### config.mk
export PLATFORM = sky130hd
export DESIGN_NAME = dcache_way_mux
export DESIGN_NICKNAME = d
export VERILOG_FILES = /design/src/hdl/dcache_geom_pkg.sv /design/src/hdl/dcache_way_mux.sv
export SDC_FILE = /design/constraint.sdc
export NUM_CORES = 1
export LEC_CHECK = 0
export BUFFER_PORTS_ARGS = -buffer_cell sky130_fd_sc_hd__buf_2
export CAP_MARGIN = 20
export CORE_AREA = 2 2 364 366
export DETAILED_ROUTE_END_ITERATION = 7
export DIE_AREA = 0 0 366 368
export GPL_TIMING_DRIVEN = 0
export PLACE_DENSITY = 0.3
export SLEW_MARGIN = 10
export SYNTH_ARGS = -nofsm -noshare
export SYNTH_HDL_FRONTEND = slang
export SYNTH_SLANG_ARGS = --single-unit
### constraint.sdc
create_clock -name vclk -period 1.6
set_clock_uncertainty 0.2 [all_clocks]
set_input_delay 0 -clock vclk [all_inputs]
set_output_delay 0 -clock vclk [all_outputs]
set_load 0.03 [all_outputs]
### src/hdl/dcache_geom_pkg.sv
// ################################################
// cache geometry shared by every RTL module
// sizes must stay powers of two, widths follow them
// addr_t splits a CPU/bus address into tag, set,
// word and byte fields or gives the flat word
// ################################################
`default_nettype none

package dcache_geom_pkg;

    localparam int WAYS           = 4;
    localparam int WAY_W          = $clog2(WAYS);
    localparam int SETS           = 16;
    localparam int INDEX_W        = $clog2(SETS);
    localparam int WORDS_PER_LINE = 4;
    localparam int WORD_SEL_W     = $clog2(WORDS_PER_LINE);
    localparam int WORD_W         = 32;
    localparam int STRB_W         = WORD_W / 8;
    localparam int BYTE_OFF_W     = $clog2(STRB_W);
    localparam int LINE_W         = WORD_W * WORDS_PER_LINE;  // whole line, word 0 at lsb
    localparam int ADDR_W         = 32;
    localparam int TAG_W          = ADDR_W - INDEX_W - WORD_SEL_W - BYTE_OFF_W;

    // field view for lookup, flat view for the bus
    typedef union packed {
        struct packed {
            logic [TAG_W-1:0]      tag;
            logic [INDEX_W-1:0]    index;
            logic [WORD_SEL_W-1:0] word_sel;
            logic [BYTE_OFF_W-1:0] byte_off;
        } f;
        logic [ADDR_W-1:0] flat;
    } addr_t;

endpackage

`default_nettype wire
### src/hdl/dcache_way_mux.sv
// ################################################
// combines the per-way lookup results
// hit OR and load word select toward the CPU,
// victim state select toward the controller
// ################################################
`default_nettype none

module dcache_way_mux (
    input  wire [dcache_geom_pkg::WAYS-1:0]     hit,
    input  wire [dcache_geom_pkg::WORD_W-1:0]   rd_word   [dcache_geom_pkg::WAYS],
    input  wire [dcache_geom_pkg::WAYS-1:0]     line_valid,
    input  wire [dcache_geom_pkg::WAYS-1:0]     line_dirty,
    input  wire [dcache_geom_pkg::TAG_W-1:0]    line_tag  [dcache_geom_pkg::WAYS],
    input  wire [dcache_geom_pkg::LINE_W-1:0]   line_data [dcache_geom_pkg::WAYS],
    input  wire [dcache_geom_pkg::WAY_W-1:0]    victim_way,
    output logic                                cache_hit,
    output logic [dcache_geom_pkg::WORD_W-1:0]  rdata,
    output logic                                victim_valid,
    output logic                                victim_dirty,
    output logic [dcache_geom_pkg::TAG_W-1:0]   victim_tag,
    output logic [dcache_geom_pkg::LINE_W-1:0]  victim_line
);

    assign cache_hit = |hit;

    // and-or select, zero when nothing hits
    always_comb begin
        rdata = '0;
        for (int w = 0; w < dcache_geom_pkg::WAYS; w++) begin
            if (hit[w]) begin
                rdata = rdata | rd_word[w];
            end
        end
    end

    assign victim_valid = line_valid[victim_way];
    assign victim_dirty = line_dirty[victim_way];
    assign victim_tag   = line_tag[victim_way];
    assign victim_line  = line_data[victim_way];

    // a tag lives in at most one way of a set, refill only after a miss
    always_comb begin
        a_one_hit: assert final ($isunknown(hit) || $onehot0(hit))
            else $error("more than one way hits: %b", hit);
    end

endmodule

`default_nettype wire

==> impl_metrics.toml <==
[detailed_routing]
drc_errors = 0
drt_wl_total_um = 81140
vias_per_cell = 2.776
wl_per_cell_um = 26.95
drt_iter0_markers = 508
dr.pass1.iters = 5
dr_total_vias = 8358
ant_nets = 0

[floorplanning]
io_pins = 937
core_area_sq_um = 130800
fp-row-count = 133
die_x_um = 366
start_util_pct = 3.334
dieHeight_um = 368
die_area_sq_um = 134700

[worst_hold_path]
min_path_cells = 4
hp-class = "in2out"
hold_path_startpoint = "rd_word[80]"
min_to = "rdata[16]"

[grt]
grt_overflow = 0
grt_busiest_layer = "met2"
use_met2_pct = 18.71
grt_max_degree = 11
use_met3_pct = 4.642
grt_pass1_vias = 8596
grt_antenna_before_repair = 92
met1_usage_pct = 14.18
grt_usage_pct = 11.34
grt_pass1_wl_um = 99080

[sta]
post-route-period-util_pct = 99.07
fin_ws_ns = 0.01487
fmax_mhz = 630.9
rsz0062_at_grt = "false"
maxSlewViolCount = 0
relSlewSlack_pct = 58.92
finalHoldViolCount = 0
setup_viol = 0
setup_tns_ns = 0
fin_crit_ns = 1.585
worstMarginPinSlew_ns = 0.6163

[worst_setup_path]
critPathMaxFanout = 10
crit_required_ns = 1.40
cp-start-kind = "input port"
startpoint = "hit[0]"
end_kind = "output pin"
worstSetupPathType = "in2out"
arrival_ns = 1.39

[power_and_ir_drop]
switching_share_pct = 59.94
p_int_uw = 1747
clockPowerShare_pct = 0
peakVddDrop_v = 0.0001712
p_seq_share_pct = 0
leakagePower_uw = 0.005139
comb_power_share_pct = 100.0
power_density_nw_per_um2 = 380.4
switching_power_uw = 2614

[place]
post-place-ws_ns = -0.5581
dpl.cell_count = 2987
gp_congestion = 0.9549
dp_hpwl_um = 76800
port_buffers = 931

[synth]
postSynthAreaPerCell_sq_um = 14.49
synth_top_cell_area_share_pct = 79.54
yosys.cell_types.count = 9
yosysMostFrequentCell = "mux4_2"
synth_cells = 301
netlist_area_sq_um = 4360
syn_nets = 1051
netlist_top_cells_count = "mux4_2 (154), a22oi_1 (64), nand2_1 (32), clkbuf_1 (19), buf_2 (17)"
synth-seq-area-share_pct = 0
synth_top_area_cell = "mux4_2"
yosys_warnings = 0
yosys-top-cells-area = "mux4_2 (80%), a22oi_1 (11%), nand2_1 (2.8%)"

[run_status]
outcome = "complete, no violations"

[run]
cap_violations = 0

[layout]
nNetsFinal = 1985
design.seq.count = 0
final_cells = 3011
area_growth_pct = 163.0
register_area_sq_um = 0
nClkBuffers = 0
drive_gt1_share_pct = 91.73
final_util_pct = 8.766

[cts]
hold_buffers = 0
-- final cells by class --
class	instances	area [sq um]
well taps	1755	2196
multi-input cells	251	4081
repair buffers	932	4722
fillers	15580	119300
plain buffers	50	409.1
diodes	23	57.56
-- what timing repair did --
| item | 4_1_cts | 5_1_grt |
|---|---|---|
| endpoints found under the setup margin | 123 | 27 |
| buffers inserted | 1 | 0 |
| pin swaps | 0 | 0 |
| resized for setup | 57 | 15 |
-- worst max-delay path, cell delays in order --
cell,delay (ns)
clkbuf_1,0.35
clkbuf_4,0.36
a22oi_1,0.14
nand2_1,0.25
buf_2,0.27
-- metal layers --
layer,part of all wire (%),vias to the layer above
li1,-,3351
met1,40,4176
met2,46,665
met3,11,126
met4,1.9,40
met5,0.33,-
-- cell usage in the layout (no fill, tap or decap) --
| master | Yosys | final |
|---|---|---|
| nand2_1 | 32 | 32 |
| buf_1 | 2 | 1 |
| clkbuf_2 | 0 | 12 |
| buf_8 | 0 | 2 |
| diode_2 | 0 | 23 |
| clkbuf_1 | 19 | 5 |
| buf_12 | 0 | 5 |
| buf_16 | 0 | 1 |
| or4_1 | 1 | 1 |
| a22oi_1 | 64 | 63 |
| clkbuf_4 | 0 | 2 |
| buf_6 | 8 | 5 |
| a22oi_2 | 0 | 1 |
| buf_2 | 17 | 921 |
| mux4_2 | 154 | 154 |
| buf_4 | 4 | 28 |
-- worst max path at each step --
| stage | end |
|---|---|
| final | rdata[21] |
| after floorplan | victim_line[100] |
| after global placement | victim_line[113] |
| after CTS | victim_line[90] |
| after global routing | victim_line[27] |
| after detailed placement | victim_line[113] |
-- power groups by stage --
stage          Clock (uW)  Sequential, uW  Combinational, uW
6_report          0.00198               0               4360
3_3_place_gp            0               0               4360
3_5_place_dp            0               0               4340
4_1_cts                 0               0               4440
5_1_grt          0.000168               0               4580
2_1_floorplan           0               0               2080
-- per-stage QoR --
| step | total power, uW | hold slack (ns) | instance area (sq um) |
|---|---|---|---|
| 3_5_place_dp | 4341 | 0.1619 | 11220 |
| 5_1_grt | 4577 | 0.1761 | 11410 |
| 2_1_floorplan | 2075 | 0.05914 | 4360 |
| 6_report | 4362 | 0.1615 | 11470 |
| 3_3_place_gp | 4363 | 0.1558 | 11220 |
| 4_1_cts | 4436 | 0.1619 | 11380 |
-- cells by family (layout without fill, tap and decap cells) --
family          after synthesis  in the layout  synth area share (%)
other cells                   0             23                     0
simple gates                 33             33                 2.927
buf+inv                      50            982                 6.514
compound gates               64             64                 11.02
mux                         154            154                 79.54
(Power assumes the default switching activity.)
