`src/hdl/dcache_geom_pkg.sv`:
```
// ################################################
// cache geometry shared by every RTL module
// sizes must stay powers of two, widths follow them
// addr_t splits a CPU/bus address into tag, set,
// word and byte fields or gives the flat word
// ################################################
`default_nettype none

package dcache_geom_pkg;

    localparam int WAYS           = 4;
    localparam int WAY_W          = $clog2(WAYS);
    localparam int SETS           = 16;
    localparam int INDEX_W        = $clog2(SETS);
    localparam int WORDS_PER_LINE = 4;
    localparam int WORD_SEL_W     = $clog2(WORDS_PER_LINE);
    localparam int WORD_W         = 32;
    localparam int STRB_W         = WORD_W / 8;
    localparam int BYTE_OFF_W     = $clog2(STRB_W);
    localparam int LINE_W         = WORD_W * WORDS_PER_LINE;  // whole line, word 0 at lsb
    localparam int ADDR_W         = 32;
    localparam int TAG_W          = ADDR_W - INDEX_W - WORD_SEL_W - BYTE_OFF_W;

    // field view for lookup, flat view for the bus
    typedef union packed {
        struct packed {
            logic [TAG_W-1:0]      tag;
            logic [INDEX_W-1:0]    index;
            logic [WORD_SEL_W-1:0] word_sel;
            logic [BYTE_OFF_W-1:0] byte_off;
        } f;
        logic [ADDR_W-1:0] flat;
    } addr_t;

endpackage

`default_nettype wire
```
`src/hdl/dcache_way.sv`:
```
// ################################################
// one way of the set-associative data cache
// valid/dirty/tag/data arrays with a combinational
// lookup at the CPU index; store hits merge bytes,
// refill words come in from the bus one at a time
// ################################################
`default_nettype none

module dcache_way (
    input  wire                                     clk,
    input  wire                                     resetn,
    input  wire dcache_geom_pkg::addr_t             addr,
    input  wire                                     store_en,
    input  wire [dcache_geom_pkg::STRB_W-1:0]       wstrb,
    input  wire [dcache_geom_pkg::WORD_W-1:0]       wdata,
    input  wire                                     refill_we,
    input  wire [dcache_geom_pkg::INDEX_W-1:0]      refill_index,
    input  wire [dcache_geom_pkg::TAG_W-1:0]        refill_tag,
    input  wire [dcache_geom_pkg::WORD_SEL_W-1:0]   refill_word,
    input  wire                                     refill_last,
    input  wire [dcache_geom_pkg::WORD_W-1:0]       ret_data,
    output logic                                    hit,
    output logic [dcache_geom_pkg::WORD_W-1:0]      rd_word,
    output logic                                    line_valid,
    output logic                                    line_dirty,
    output logic [dcache_geom_pkg::TAG_W-1:0]       line_tag,
    output logic [dcache_geom_pkg::LINE_W-1:0]      line_data
);

    logic [dcache_geom_pkg::SETS-1:0]   valid_q;
    logic [dcache_geom_pkg::SETS-1:0]   dirty_q;
    logic [dcache_geom_pkg::TAG_W-1:0]  tag_q  [dcache_geom_pkg::SETS];
    logic [dcache_geom_pkg::WORD_W-1:0] data_q [dcache_geom_pkg::SETS]
                                               [dcache_geom_pkg::WORDS_PER_LINE];

    // lookup at the CPU set
    assign line_valid = valid_q[addr.f.index];
    assign line_dirty = dirty_q[addr.f.index];
    assign line_tag   = tag_q[addr.f.index];
    assign hit        = line_valid && (line_tag == addr.f.tag);
    assign rd_word    = data_q[addr.f.index][addr.f.word_sel];

    always_comb begin
        for (int w = 0; w < dcache_geom_pkg::WORDS_PER_LINE; w++) begin
            line_data[w*dcache_geom_pkg::WORD_W +: dcache_geom_pkg::WORD_W] =
                data_q[addr.f.index][w];
        end
    end

    always_ff @(posedge clk) begin
        if (!resetn) begin
            valid_q <= '0;
            dirty_q <= '0;
        end else if (refill_we && refill_last) begin
            valid_q[refill_index] <= 1'b1;  // line usable only once complete
            dirty_q[refill_index] <= 1'b0;
        end else if (store_en && hit) begin
            dirty_q[addr.f.index] <= 1'b1;
        end
    end

    always_ff @(posedge clk) begin
        if (refill_we) begin
            data_q[refill_index][refill_word] <= ret_data;
            if (refill_last) begin
                tag_q[refill_index] <= refill_tag;
            end
        end else if (store_en && hit) begin
            // lane-aligned byte merge
            for (int b = 0; b < dcache_geom_pkg::STRB_W; b++) begin
                if (wstrb[b]) begin
                    data_q[addr.f.index][addr.f.word_sel][8*b +: 8] <= wdata[8*b +: 8];
                end
            end
        end
    end

    // stores only happen in LOOKUP, refills only in REFILL
    a_store_refill_excl: assert property (
        @(posedge clk) disable iff (!resetn) !(store_en && hit && refill_we)
    ) else $error("store hit and refill write in the same cycle");

endmodule

`default_nettype wire

```
`config.mk`:
```
export PLATFORM = sky130hd
export DESIGN_NAME = dcache_way
export DESIGN_NICKNAME = d
export VERILOG_FILES = /design/src/hdl/dcache_geom_pkg.sv /design/src/hdl/dcache_way.sv
export SDC_FILE = /design/constraint.sdc
export NUM_CORES = 2
export LEC_CHECK = 0
export BUFFER_PORTS_ARGS = -buffer_cell sky130_fd_sc_hd__buf_2
export CORE_MARGIN = 5
export CORE_UTILIZATION = 38
export CTS_BUF_LIST = sky130_fd_sc_hd__clkbuf_2 sky130_fd_sc_hd__clkbuf_4 sky130_fd_sc_hd__clkbuf_8
export DETAILED_ROUTE_END_ITERATION = 16
export PLACE_DENSITY = 0.53
export SKIP_LAST_GASP = 1
export SLEW_MARGIN = 20
export SYNTH_ARGS = -nofsm -noshare
export SYNTH_HDL_FRONTEND = slang
export SYNTH_SLANG_ARGS = --single-unit
export TNS_END_PERCENT = 30
```
`constraint.sdc`:
```
create_clock -name clk -period 11.8 [get_ports clk]
set_input_delay 0.59 -clock clk [delete_from_list [all_inputs] [get_ports clk]]
set_output_delay 0.59 -clock clk [all_outputs]
set_load 0.01 [all_outputs]
```
==> summary.txt <==
Synth
  – Netlist cell types: 60
  – FFs w/ async S/R, synth: 0%
  – Synth top area cells: edfxtp_1, mux4_2, nor2_1, mux2i_1, dfxtp_1
  – Post-Synthesis Cell Area: 96520 um2
  – Most frequent cell after synthesis: edfxtp_1
  – Synth cell count leaders: edfxtp_1, mux4_2, nor2_1
  – Post-synth EDFFs: 2432
  – Post-Syn Instances: 4215
  – Post-synth top flop: edfxtp_1
  – Syn Nets: ~4400
  – Yosys Warn Count: 0
  – Area share of the largest cell type after synthesis: 75.66%
  – Register area share after synthesis: 76.33%
  – Syn_area_per_cell: 22.90 um2
  – #FFs+latches synth: about 2500
  – Yosys top cell by area: edfxtp_1

Clock network
  – Post-CTS Setup Inserts: 0
  – Clock Root Buffer: clkbuf_8
  – Worst skew pair latency: roughly 1.1 ns
  – Post_cts resized: 0
  – Clock sinks: 2464
  – Clk slew on worst S/H paths: ~0.06 ns
  – CTS max path bufs: 4
  – TritonCTS clock tree: built
  – CTS HTree Levels: 5
  – Num CTS Buffers: 416

Worst setup path
  – Startpoint Class: input pin
  – CP top delay family: buffers and inverters
  – Worst EP required: between 10 and 15 ns
  – CP Capture Type: output port
  – CP most frequent cell: buf_4
  – Arrival time at the worst endpoint: 6.44 ns
  – Worst r2r src: tag_q[10][4]$_DFFE_PP_
  – Worst path bufs/invs: 6
  – Crit-path slowest cell: buf_4
  – Worst r2r path cells: 12
  – Max incr delay on CP: 0.91 ns
  – Critical Path, Cell by Cell: buf_8, buf_4, buf_4, buf_4, buf_4, mux4_2, mux4_2, mux4_2, buf_2
  – Crit path max fanout: 86
  – Reg2reg end: data_q[9][17]$_DFFE_PP_
  – Worst R2R Setup Slack: 6.24 ns
  – Critical path class: input pin to output port

Die
  – Chip width: 514.0 um
  – Core Box Area: roughly 250000 um2
  – I/O pin cnt: 322
  – Rows: 185
  – Chip height: 514.0 um
  – Initial core utilization: 38.08%
  – Die ar.: 264200 um2

Hold path
  – Worst Hold Endpoint: dirty_q[14]$_SDFFE_PN0P_
  – Hold WC Path Type: input pin to flop
  – Worst Hold Depth: 3
  – Min-delay src: addr[6]

STA
  – RSZ-0062 raised after global routing: no
  – Final setup TNS: 0 ns
  – Final Hold Vio Count: 0
  – Worst slew pin tran: 1.105 ns
  – FMAX: around 140 MHz
  – Max Slew Vio Count: 0
  – Setup violations, final: 0
  – Max-Slew Margin vs Limit: 26.07%
  – Min Tclk post-route: 7.033 ns
  – Clock Skew: ~0.11 ns
  – Period utilization: 59.60%

Drt
  – Vias per cell: 5.423
  – DR iter-0 viols: 4948
  – Total number of vias: 46329
  – Drt drc: 0
  – Post-DRT Antenna Nets: 0
  – Total Wirelength: between 200000 and 300000 um
  – DR pass1 iterations: 5
  – Wire length per cell: 29.75 um

Finish
  – Share of layout cells above drive strength 1: 36.96%
  – Footprint of the multi-input gates: 21980 um2
  – Area growth syn-to-layout: 14.67%
  – Nets: 4976
  – Register Area: 73670 um2
  – Filler cell count in the final layout: 21818
  – Fin area: 110700 um2
  – Final core occ: 43.67%

Place
  – DP Wirelength: 146400 um
  – Post-DP Area: around 100000 um2
  – Routability congestion estimate: 0.7919
  – Number of port buffers: between 300 and 400

Outcome
  – Status: finished clean

Power
  – Leak: around 35 nW
  – Worst VDD drop: 0.1113 mV
  – PwrDens: between 150 and 200 nW/um2

GRT
  – Largest net degree at the start of global routing: 105
  – Initial antenna violation count: 34
  – Gr usage total: 18.96%
  – First-pass GRT wire length: 359300 um
  – Number of global-route vias before repair: 48258
  – GRT Residual Overflow: 0

Flow run
  – Number of max-cap violations: 0
sequential cells by signal, indices dropped and copies added, names as in the netlist:
signal   count
data_q    2048
tag_q      384
valid_q     16
dirty_q     16
metal layers:
metal	share of wire (%)	GRT usage [%]	routed length, um
met1	42	26.61	107500
met4	2.3	4.918	5970
met2	49	30.72	123300
met3	6.8	3.621	17250
met5	0.037	0	93
worst reg2reg max path: cells and delay by family, from the launching register on:
family	cells	cell delay, ns
XOR/XNOR	1	0.18
buffers and inverters	3	1.01
flip-flops	1	0.37
multiplexers	4	1.37
AND/OR/NAND/NOR	4	2.20
report_power, final:
part | internal (mW) | leakage, nW | switching [mW] | total, mW
clock network | 4.04 | 4.22 | 3.36 | 7.40
logic | 0.429 | 8.41 | 0.700 | 1.13
registers | 9.69 | 22.1 | 0.0137 | 9.70
how the worst max path moves through the flow:
stage	from	endpoint	slack (ns)	cells past startpoint
after floorplan	addr[4]	rd_word[0]	7.10	11
after CTS	addr[4]	rd_word[8]	4.32	9
after global placement	addr[5]	data_q[0][106]$_DFFE_PP_	4.18	13
after global routing	addr[4]	rd_word[15]	4.26	9
after detailed placement	addr[5]	data_q[0][107]$_DFFE_PP_	4.14	13
final	addr[5]	rd_word[13]	4.77	9
layout make-up:
cell class	count	share of cell area [%]
Tap cell	3366	3.805
Clock buffer	566	6.213
Clock inverter	162	0.9733
Sequential cell	2464	66.56
Inverter	12	0.04748
Timing Repair Buffer	453	2.486
Antenna cell	26	0.05878
Multi-Input combinational cell	1494	19.86
what timing repair did:
item / in CTS / in global routing
hold buffers: 26 / 0
endpoints found under the setup margin: 0 / 0
endpoints found under the hold margin: 411 / 0
metrics by stage:
| step | setup slack, ns | hold WS, ns | instances | total power [mW] |
|---|---|---|---|---|
| after global routing | 4.255 | 0.1141 | 8526 | 18.90 |
| after CTS | 4.320 | 0.05391 | 8516 | 18.44 |
| after global placement | 4.180 | 0.4411 | 7762 | 11.01 |
| after floorplan | 7.104 | 0.4354 | 4215 | 10.52 |
| after detailed placement | 4.144 | 0.4484 | 7762 | 11.03 |
| final | 4.767 | 0.1729 | 8543 | 18.23 |
cell families after synthesis:
group	after synthesis	share of synthesized area, %
xor gates and xnor gates	22	0.1996
and+or+nand+nor	414	1.786
AOI/OAI and AO/OA	154	1.111
DFF	2464	76.33
buffers and inverters	257	1.169
muxes	904	19.41
cells in the final DEF (no fill, tap or decap), types with 12 or more instances in the layout:
master,Yosys,final
o21ai_0,32,32
nand3_1,14,14
nand2_1,32,32
dfxtp_1,32,32
mux2i_4,15,16
dlygate4sd3_1,0,26
buf_4,19,106
diode_2,0,26
clkbuf_4,0,146
o22ai_1,12,12
mux4_2,754,754
nor2_1,310,294
o21a_1,17,17
mux2_2,46,46
clkbuf_8,0,420
nor2_4,0,16
xnor2_1,12,12
edfxtp_1,2432,2432
mux2i_1,88,88
o211ai_1,16,16
clkinv_2,0,33
a22oi_1,22,22
buf_2,20,314
clkinv_1,0,103
bufinv_16,0,13
Power figures use the tool's default switching activity.
