**src/hdl/dcache_geom_pkg.sv**
```systemverilog
// ################################################
// cache geometry shared by every RTL module
// sizes must stay powers of two, widths follow them
// addr_t splits a CPU/bus address into tag, set,
// word and byte fields or gives the flat word
// ################################################
`default_nettype none

package dcache_geom_pkg;

    localparam int WAYS           = 4;
    localparam int WAY_W          = $clog2(WAYS);
    localparam int SETS           = 16;
    localparam int INDEX_W        = $clog2(SETS);
    localparam int WORDS_PER_LINE = 4;
    localparam int WORD_SEL_W     = $clog2(WORDS_PER_LINE);
    localparam int WORD_W         = 32;
    localparam int STRB_W         = WORD_W / 8;
    localparam int BYTE_OFF_W     = $clog2(STRB_W);
    localparam int LINE_W         = WORD_W * WORDS_PER_LINE;  // whole line, word 0 at lsb
    localparam int ADDR_W         = 32;
    localparam int TAG_W          = ADDR_W - INDEX_W - WORD_SEL_W - BYTE_OFF_W;

    // field view for lookup, flat view for the bus
    typedef union packed {
        struct packed {
            logic [TAG_W-1:0]      tag;
            logic [INDEX_W-1:0]    index;
            logic [WORD_SEL_W-1:0] word_sel;
            logic [BYTE_OFF_W-1:0] byte_off;
        } f;
        logic [ADDR_W-1:0] flat;
    } addr_t;

endpackage

`default_nettype wire
```
**src/hdl/dcache_ctrl_pkg.sv**
```systemverilog
// ################################################
// controller encodings for the data cache
// state codes of the miss FSM and the width of
// the refill word counter
// ################################################
`default_nettype none

package dcache_ctrl_pkg;

    localparam int STATE_W = 2;

    localparam logic [STATE_W-1:0] ST_LOOKUP  = 2'd0;  // idle or hit
    localparam logic [STATE_W-1:0] ST_MISS    = 2'd1;  // victim known, waiting on bus
    localparam logic [STATE_W-1:0] ST_REPLACE = 2'd2;  // dirty line handed to bus
    localparam logic [STATE_W-1:0] ST_REFILL  = 2'd3;  // collecting return words

    // one count per returned word
    localparam int REFILL_CNT_W = dcache_geom_pkg::WORD_SEL_W;

endpackage

`default_nettype wire

```
**src/hdl/dcache_ctrl.sv**
```systemverilog
// ################################################
// miss controller of the data cache
// LOOKUP/MISS/REPLACE/REFILL FSM, free-running
// victim counter, miss buffer and refill counter;
// drives the CPU handshake, the bus strobes and
// the write controls of every way
// ################################################
`default_nettype none

module dcache_ctrl (
    input  wire                                     clk,
    input  wire                                     resetn,
    input  wire                                     valid,
    input  wire                                     op,        // 0 load, 1 store
    input  wire dcache_geom_pkg::addr_t             addr,
    input  wire                                     cache_hit,
    input  wire                                     victim_valid,
    input  wire                                     victim_dirty,
    input  wire [dcache_geom_pkg::TAG_W-1:0]        victim_tag,
    input  wire [dcache_geom_pkg::LINE_W-1:0]       victim_line,
    input  wire                                     wr_rdy,
    input  wire                                     rd_rdy,
    input  wire                                     ret_valid,
    input  wire                                     ret_last,
    output logic                                    addr_ok,
    output logic                                    data_ok,
    output logic                                    store_en,
    output logic [dcache_geom_pkg::WAYS-1:0]        refill_we,
    output logic [dcache_geom_pkg::INDEX_W-1:0]     refill_index,
    output logic [dcache_geom_pkg::TAG_W-1:0]       refill_tag,
    output logic [dcache_geom_pkg::WORD_SEL_W-1:0]  refill_word,
    output logic                                    refill_last,
    output logic [dcache_geom_pkg::WAY_W-1:0]       victim_way,
    output logic                                    rd_req,
    output logic [dcache_geom_pkg::ADDR_W-1:0]      rd_addr,
    output logic                                    wr_req,
    output logic [dcache_geom_pkg::ADDR_W-1:0]      wr_addr,
    output logic [dcache_geom_pkg::LINE_W-1:0]      wr_data
);

    logic [dcache_ctrl_pkg::STATE_W-1:0]      state_q;
    logic [dcache_ctrl_pkg::STATE_W-1:0]      state_d;
    logic [dcache_geom_pkg::WAY_W-1:0]        rnd_q;      // "random" way
    logic [dcache_ctrl_pkg::REFILL_CNT_W-1:0] ret_cnt_q;

    // miss buffer
    logic [dcache_geom_pkg::WAY_W-1:0]   mb_way;
    logic                                mb_valid;
    logic                                mb_dirty;
    logic [dcache_geom_pkg::TAG_W-1:0]   mb_tag_old;
    logic [dcache_geom_pkg::TAG_W-1:0]   mb_tag_new;
    logic [dcache_geom_pkg::INDEX_W-1:0] mb_index;
    logic [dcache_geom_pkg::LINE_W-1:0]  mb_line;

    dcache_geom_pkg::addr_t rd_a;
    dcache_geom_pkg::addr_t wr_a;
    logic                   need_wb;

    assign need_wb = mb_valid && mb_dirty;

    always_comb begin
        state_d = state_q;
        case (state_q)
            dcache_ctrl_pkg::ST_LOOKUP: begin
                if (valid && !cache_hit) begin
                    state_d = dcache_ctrl_pkg::ST_MISS;
                end
            end
            dcache_ctrl_pkg::ST_MISS: begin
                if (need_wb && wr_rdy) begin
                    state_d = dcache_ctrl_pkg::ST_REPLACE;
                end else if (!need_wb && rd_rdy) begin
                    state_d = dcache_ctrl_pkg::ST_REFILL;  // clean victim needs no write-back
                end
            end
            dcache_ctrl_pkg::ST_REPLACE: begin
                if (rd_rdy) begin
                    state_d = dcache_ctrl_pkg::ST_REFILL;
                end
            end
            default: begin
                if (ret_valid && ret_last) begin
                    state_d = dcache_ctrl_pkg::ST_LOOKUP;
                end
            end
        endcase
    end

    always_ff @(posedge clk) begin
        if (!resetn) begin
            state_q <= dcache_ctrl_pkg::ST_LOOKUP;
            rnd_q   <= '0;
        end else begin
            state_q <= state_d;
            rnd_q   <= rnd_q + 1'b1;
        end
    end

    // refreshed on every LOOKUP cycle and frozen through the miss
    always_ff @(posedge clk) begin
        if (state_q == dcache_ctrl_pkg::ST_LOOKUP) begin
            mb_way     <= rnd_q;
            mb_valid   <= victim_valid;
            mb_dirty   <= victim_dirty;
            mb_tag_old <= victim_tag;
            mb_tag_new <= addr.f.tag;
            mb_index   <= addr.f.index;
            mb_line    <= victim_line;
        end
    end

    always_ff @(posedge clk) begin
        if (!resetn) begin
            ret_cnt_q <= '0;
        end else if (rd_req) begin
            ret_cnt_q <= '0;
        end else if (ret_valid) begin
            ret_cnt_q <= ret_cnt_q + 1'b1;
        end
    end

    // CPU side
    assign addr_ok  = (state_q == dcache_ctrl_pkg::ST_LOOKUP) &&
                      (state_d == dcache_ctrl_pkg::ST_LOOKUP);
    assign data_ok  = (state_q == dcache_ctrl_pkg::ST_LOOKUP) && valid && cache_hit;
    assign store_en = data_ok && op;

    // way writes
    always_comb begin
        refill_we = '0;
        if (state_q == dcache_ctrl_pkg::ST_REFILL && ret_valid) begin
            refill_we[mb_way] = 1'b1;
        end
    end

    assign refill_index = mb_index;
    assign refill_tag   = mb_tag_new;
    assign refill_word  = ret_cnt_q;
    assign refill_last  = ret_last;
    assign victim_way   = rnd_q;

    // both bus addresses are line aligned
    always_comb begin
        rd_a.f.tag      = mb_tag_new;
        rd_a.f.index    = mb_index;
        rd_a.f.word_sel = '0;
        rd_a.f.byte_off = '0;
        wr_a.f.tag      = mb_tag_old;
        wr_a.f.index    = mb_index;
        wr_a.f.word_sel = '0;
        wr_a.f.byte_off = '0;
    end

    assign rd_addr = rd_a.flat;
    assign wr_addr = wr_a.flat;
    assign wr_data = mb_line;
    assign wr_req  = (state_q == dcache_ctrl_pkg::ST_MISS) && need_wb && wr_rdy;
    assign rd_req  = (state_d == dcache_ctrl_pkg::ST_REFILL) &&
                     (state_q != dcache_ctrl_pkg::ST_REFILL);

    // memory only returns data it was asked for
    a_ret_in_refill: assert property (
        @(posedge clk) disable iff (!resetn)
        ret_valid |-> state_q == dcache_ctrl_pkg::ST_REFILL
    ) else $error("ret_valid outside REFILL");

    // the final return word of a line carries ret_last
    a_ret_last_cnt: assert property (
        @(posedge clk) disable iff (!resetn)
        ret_valid |-> ret_last == (ret_cnt_q == '1)
    ) else $error("ret_last not on the last word of the line");

endmodule

`default_nettype wire

```
**config.mk**
```make
export PLATFORM = sky130hd
export DESIGN_NAME = dcache_ctrl
export DESIGN_NICKNAME = d
export VERILOG_FILES = /design/src/hdl/dcache_geom_pkg.sv /design/src/hdl/dcache_ctrl_pkg.sv /design/src/hdl/dcache_ctrl.sv
export SDC_FILE = /design/constraint.sdc
export NUM_CORES = 1
export LEC_CHECK = 0
export BUFFER_PORTS_ARGS = -buffer_cell sky130_fd_sc_hd__buf_4
export CAP_MARGIN = 20
export CORE_AREA = 2 2 168 170
export CTS_CLUSTER_SIZE = 25
export DETAILED_ROUTE_END_ITERATION = 6
export DIE_AREA = 0 0 170 172
export GPL_ROUTABILITY_DRIVEN = 0
export PLACE_DENSITY = 0.47
export SLEW_MARGIN = 20
export SYNTH_ARGS = -nofsm -noshare
export SYNTH_HDL_FRONTEND = slang
export SYNTH_SLANG_ARGS = --single-unit
```
**constraint.sdc**
```tcl
create_clock -name clk -period 12.7 [get_ports clk]
set_input_delay 1.905 -clock clk [delete_from_list [all_inputs] [get_ports clk]]
set_output_delay 1.905 -clock clk [all_outputs]
set_load 0.02 [all_outputs]
```
==> run summary <==
Die Span Y - 172 um
Class of the most critical hold timing path - reg -> reg
Reg2reg start - state_q[1]
Sequential fraction of the synthesis area - 0.914
Maximum root-to-sink buffer count - 2
Floorplan row count - 61
CP Capture Point - rd_req
Flip-flop and latch count after synthesis - 190
Setup violators final - 0
Least-Margin Pin Slew - 990 ps
Critical path type - in -> out
Number of max-slew violations in the final report - 0
Top delay family on crit path - compound AO/OA/AOI/OAI gates
Floorplan Core Area - 27,500 um2
Hold violation total from the final report - 0
Maximum number of pins on one net before global-route repair - 79
Buffer and inverter count on the worst path - 2
Number of optimization iterations in the first detailed-route pass - 4
First-pass GRT wire length - 24,700 um
Depth of the worst register-to-register path - 3
Worst EP required - 10,800 ps
Post-DR vias/cell - 3.83
Critical Path Source Type - input pin
Hold-fix buffers, CTS - 0
Mapped cell area - 6180 um2
Mean area per synthesized cell - 23.0 um2
FF-to-FF End - wr_data[81]
CTS tree - built
Post CTS Setup Buffer Count - 0
Die Span X - 170 um
Number of sinks handled by clock tree synthesis - 190
Depth of the critical timing path with buffers and inverters included - 5
Number of nets still failing antenna checks after routing - 0
End-of-flow core utilization - 0.365
Num ports - 429
Routed via count - 3,951
Cell seen most often among critical-path stages - buf_4
Worst-Skew Late Latency - 420 ps
Clock transition at the registers of the reported paths - 70 ps
Clock period minus worst slack - 4810 ps
Number of antenna violations at the first check in global routing - 0
Power Density - 170 nW/um2
Tot GR Track Use - 0.116
Nature of the critical path endpoint - output pin
Clock root buffer - clkbuf_16
Peak fanout along the critical path - 3
Power consumption - 0.00171 W
Wire per inst - 17.4 um
Max frequency - 208 MHz
Standby leakage power - 4.32 nW
# nets final - 867
Area post-placement - 9480 um2
Count of inserted antenna diode cells - 0
Register-to-register setup slack - 10,260 ps
Synthesis warning total - 0
Initial core utilization - 0.225
Total Wirelength - 18,000 um
Number of enable-type register cells in the synthesized netlist - 184
Ordered cell list for the critical path - buf_4 > a21bo_2 > a21o_1 > a32oi_2 > buf_4
Cell with the largest stage delay on the worst path - a32oi_2
Total of cells resized after clock tree synthesis - 0
Post-Route Hold Slack - 499 ps
Crit path from - rd_rdy
Run status - complete, no violations
Number of global-route vias before repair - 4,065
Half-perimeter wire length of the detailed placement result - 14,000 um
IO Port Bufs - 416
Final worst clock skew - 8.87 ps
Delay contributed by the slowest stage of the critical path - 300 ps
Number of levels the H-tree was split into - 4
Max-capacitance violation count - 0
Rel. slew slack - 0.340
Fraction of final layout cells sized beyond drive strength 1 - 0.660
Total DRC errors in the routed layout - 0
CP Data Arrival Time - 2900 ps
Number of distinct standard cells referenced by the synthesized netlist - 23
Fin crit share - 0.379
Area added between synthesis and finish - 62.3%
Grt total ovfl - 0
Non-Filler Cell Area, Final - 10,000 um2
Number of instances in the synthesized netlist - 269
FFs w/ async S/R, synth - 0
Number of design-rule violations left by the first detailed-router iteration - 181
Full die area - 29,200 um2
Setup repair after global routing missed its margin - false
Predominant post-synthesis flop cell - edfxtp_1
Worst vdd ir - 0.0000698 V
Setup_tns - 0 ps
Number of clock buffers inserted by TritonCTS - 17
-- registers in the layout (all words and copies together) (netlist names) --
| signal | flops |
|---|---|
| refill_word | 2 |
| wr_data | 128 |
| mb_dirty | 1 |
| victim_way | 2 |
| mb_way | 2 |
| state_q | 2 |
| refill_tag | 24 |
| mb_valid | 1 |
| mb_tag_old | 24 |
| refill_index | 4 |
-- Yosys cell counts, types with 2 or more instances --
library cell	count	area share
xnor2_1	2	0.0028
edfxtp_1	184	0.89
nand3_1	4	0.0032
nor2_1	6	0.0036
a31oi_1	2	0.0020
buf_4	42	0.051
nand2_1	3	0.0018
inv_1	2	0.0012
dfxtp_1	6	0.019
nor3_1	5	0.0040
-- worst min path at each step --
stage / slack [ps] / endpoint / cells after the start / start
6_report: 500 / mb_way[1] / 0 / victim_way[1]
3_3_place_gp: 450 / victim_way[0] / 1 / victim_way[0]
4_1_cts: 500 / mb_way[1] / 0 / victim_way[1]
3_5_place_dp: 480 / mb_way[1] / 0 / victim_way[1]
2_1_floorplan: 520 / victim_way[0] / 1 / victim_way[0]
5_1_grt: 510 / victim_way[0] / 1 / victim_way[0]
-- stage by stage --
stage,std cells,setup WS (ps)
2_1_floorplan,276,1280
3_3_place_gp,999,7910
3_5_place_dp,999,7880
4_1_cts,1031,7870
5_1_grt,1031,7810
6_report,1031,7890
-- per-layer routing --
metal / global-route usage / part of all wire
met1: 0.125 / 0.36
met2: 0.207 / 0.53
met3: 0.0488 / 0.10
met4: 0.0346 / 0.0096
met5: 0 / 0
-- cell usage in the layout (no fill, tap or decap), types with 3 or more instances in the layout --
| master | count |
|---|---|
| edfxtp_1 | 184 |
| nor2_1 | 5 |
| clkbuf_16 | 17 |
| nand3_1 | 4 |
| nand2_1 | 3 |
| conb_1 | 8 |
| inv_8 | 4 |
| dfxtp_1 | 6 |
| clkinv_4 | 5 |
| nor3_1 | 5 |
| clkinv_1 | 3 |
| buf_4 | 419 |
| inv_6 | 3 |
-- power by group --
| part | internal, W | switching (W) |
|---|---|---|
| registers | 0.000797 | 0.0000337 |
| logic | 0.000153 | 0.000216 |
| clock network | 0.000258 | 0.000249 |
-- area by class of cell --
| cell class | count | area, um2 |
|---|---|---|
| Clock buffer | 17 | 425 |
| Clock inverter | 15 | 126 |
| Fill cell | 2638 | 17400 |
| Inverter | 2 | 7.51 |
| Multi-Input combinational cell | 42 | 244 |
| Sequential cell | 190 | 5650 |
| Tap cell | 346 | 433 |
| Timing Repair Buffer | 419 | 3150 |
-- logic make-up (layout without fill, tap and decap cells) --
group,Yosys count,count (layout),synth area share
flip-flops,190,190,0.914
buffers and inverters,44,453,0.0522
AND/OR/NAND/NOR,25,25,0.0205
AO/OA/AOI/OAI,6,6,0.00871
XOR/XNOR,3,3,0.00425
other,1,8,0.000607
Note: power is estimated with default switching activity, not from simulation.
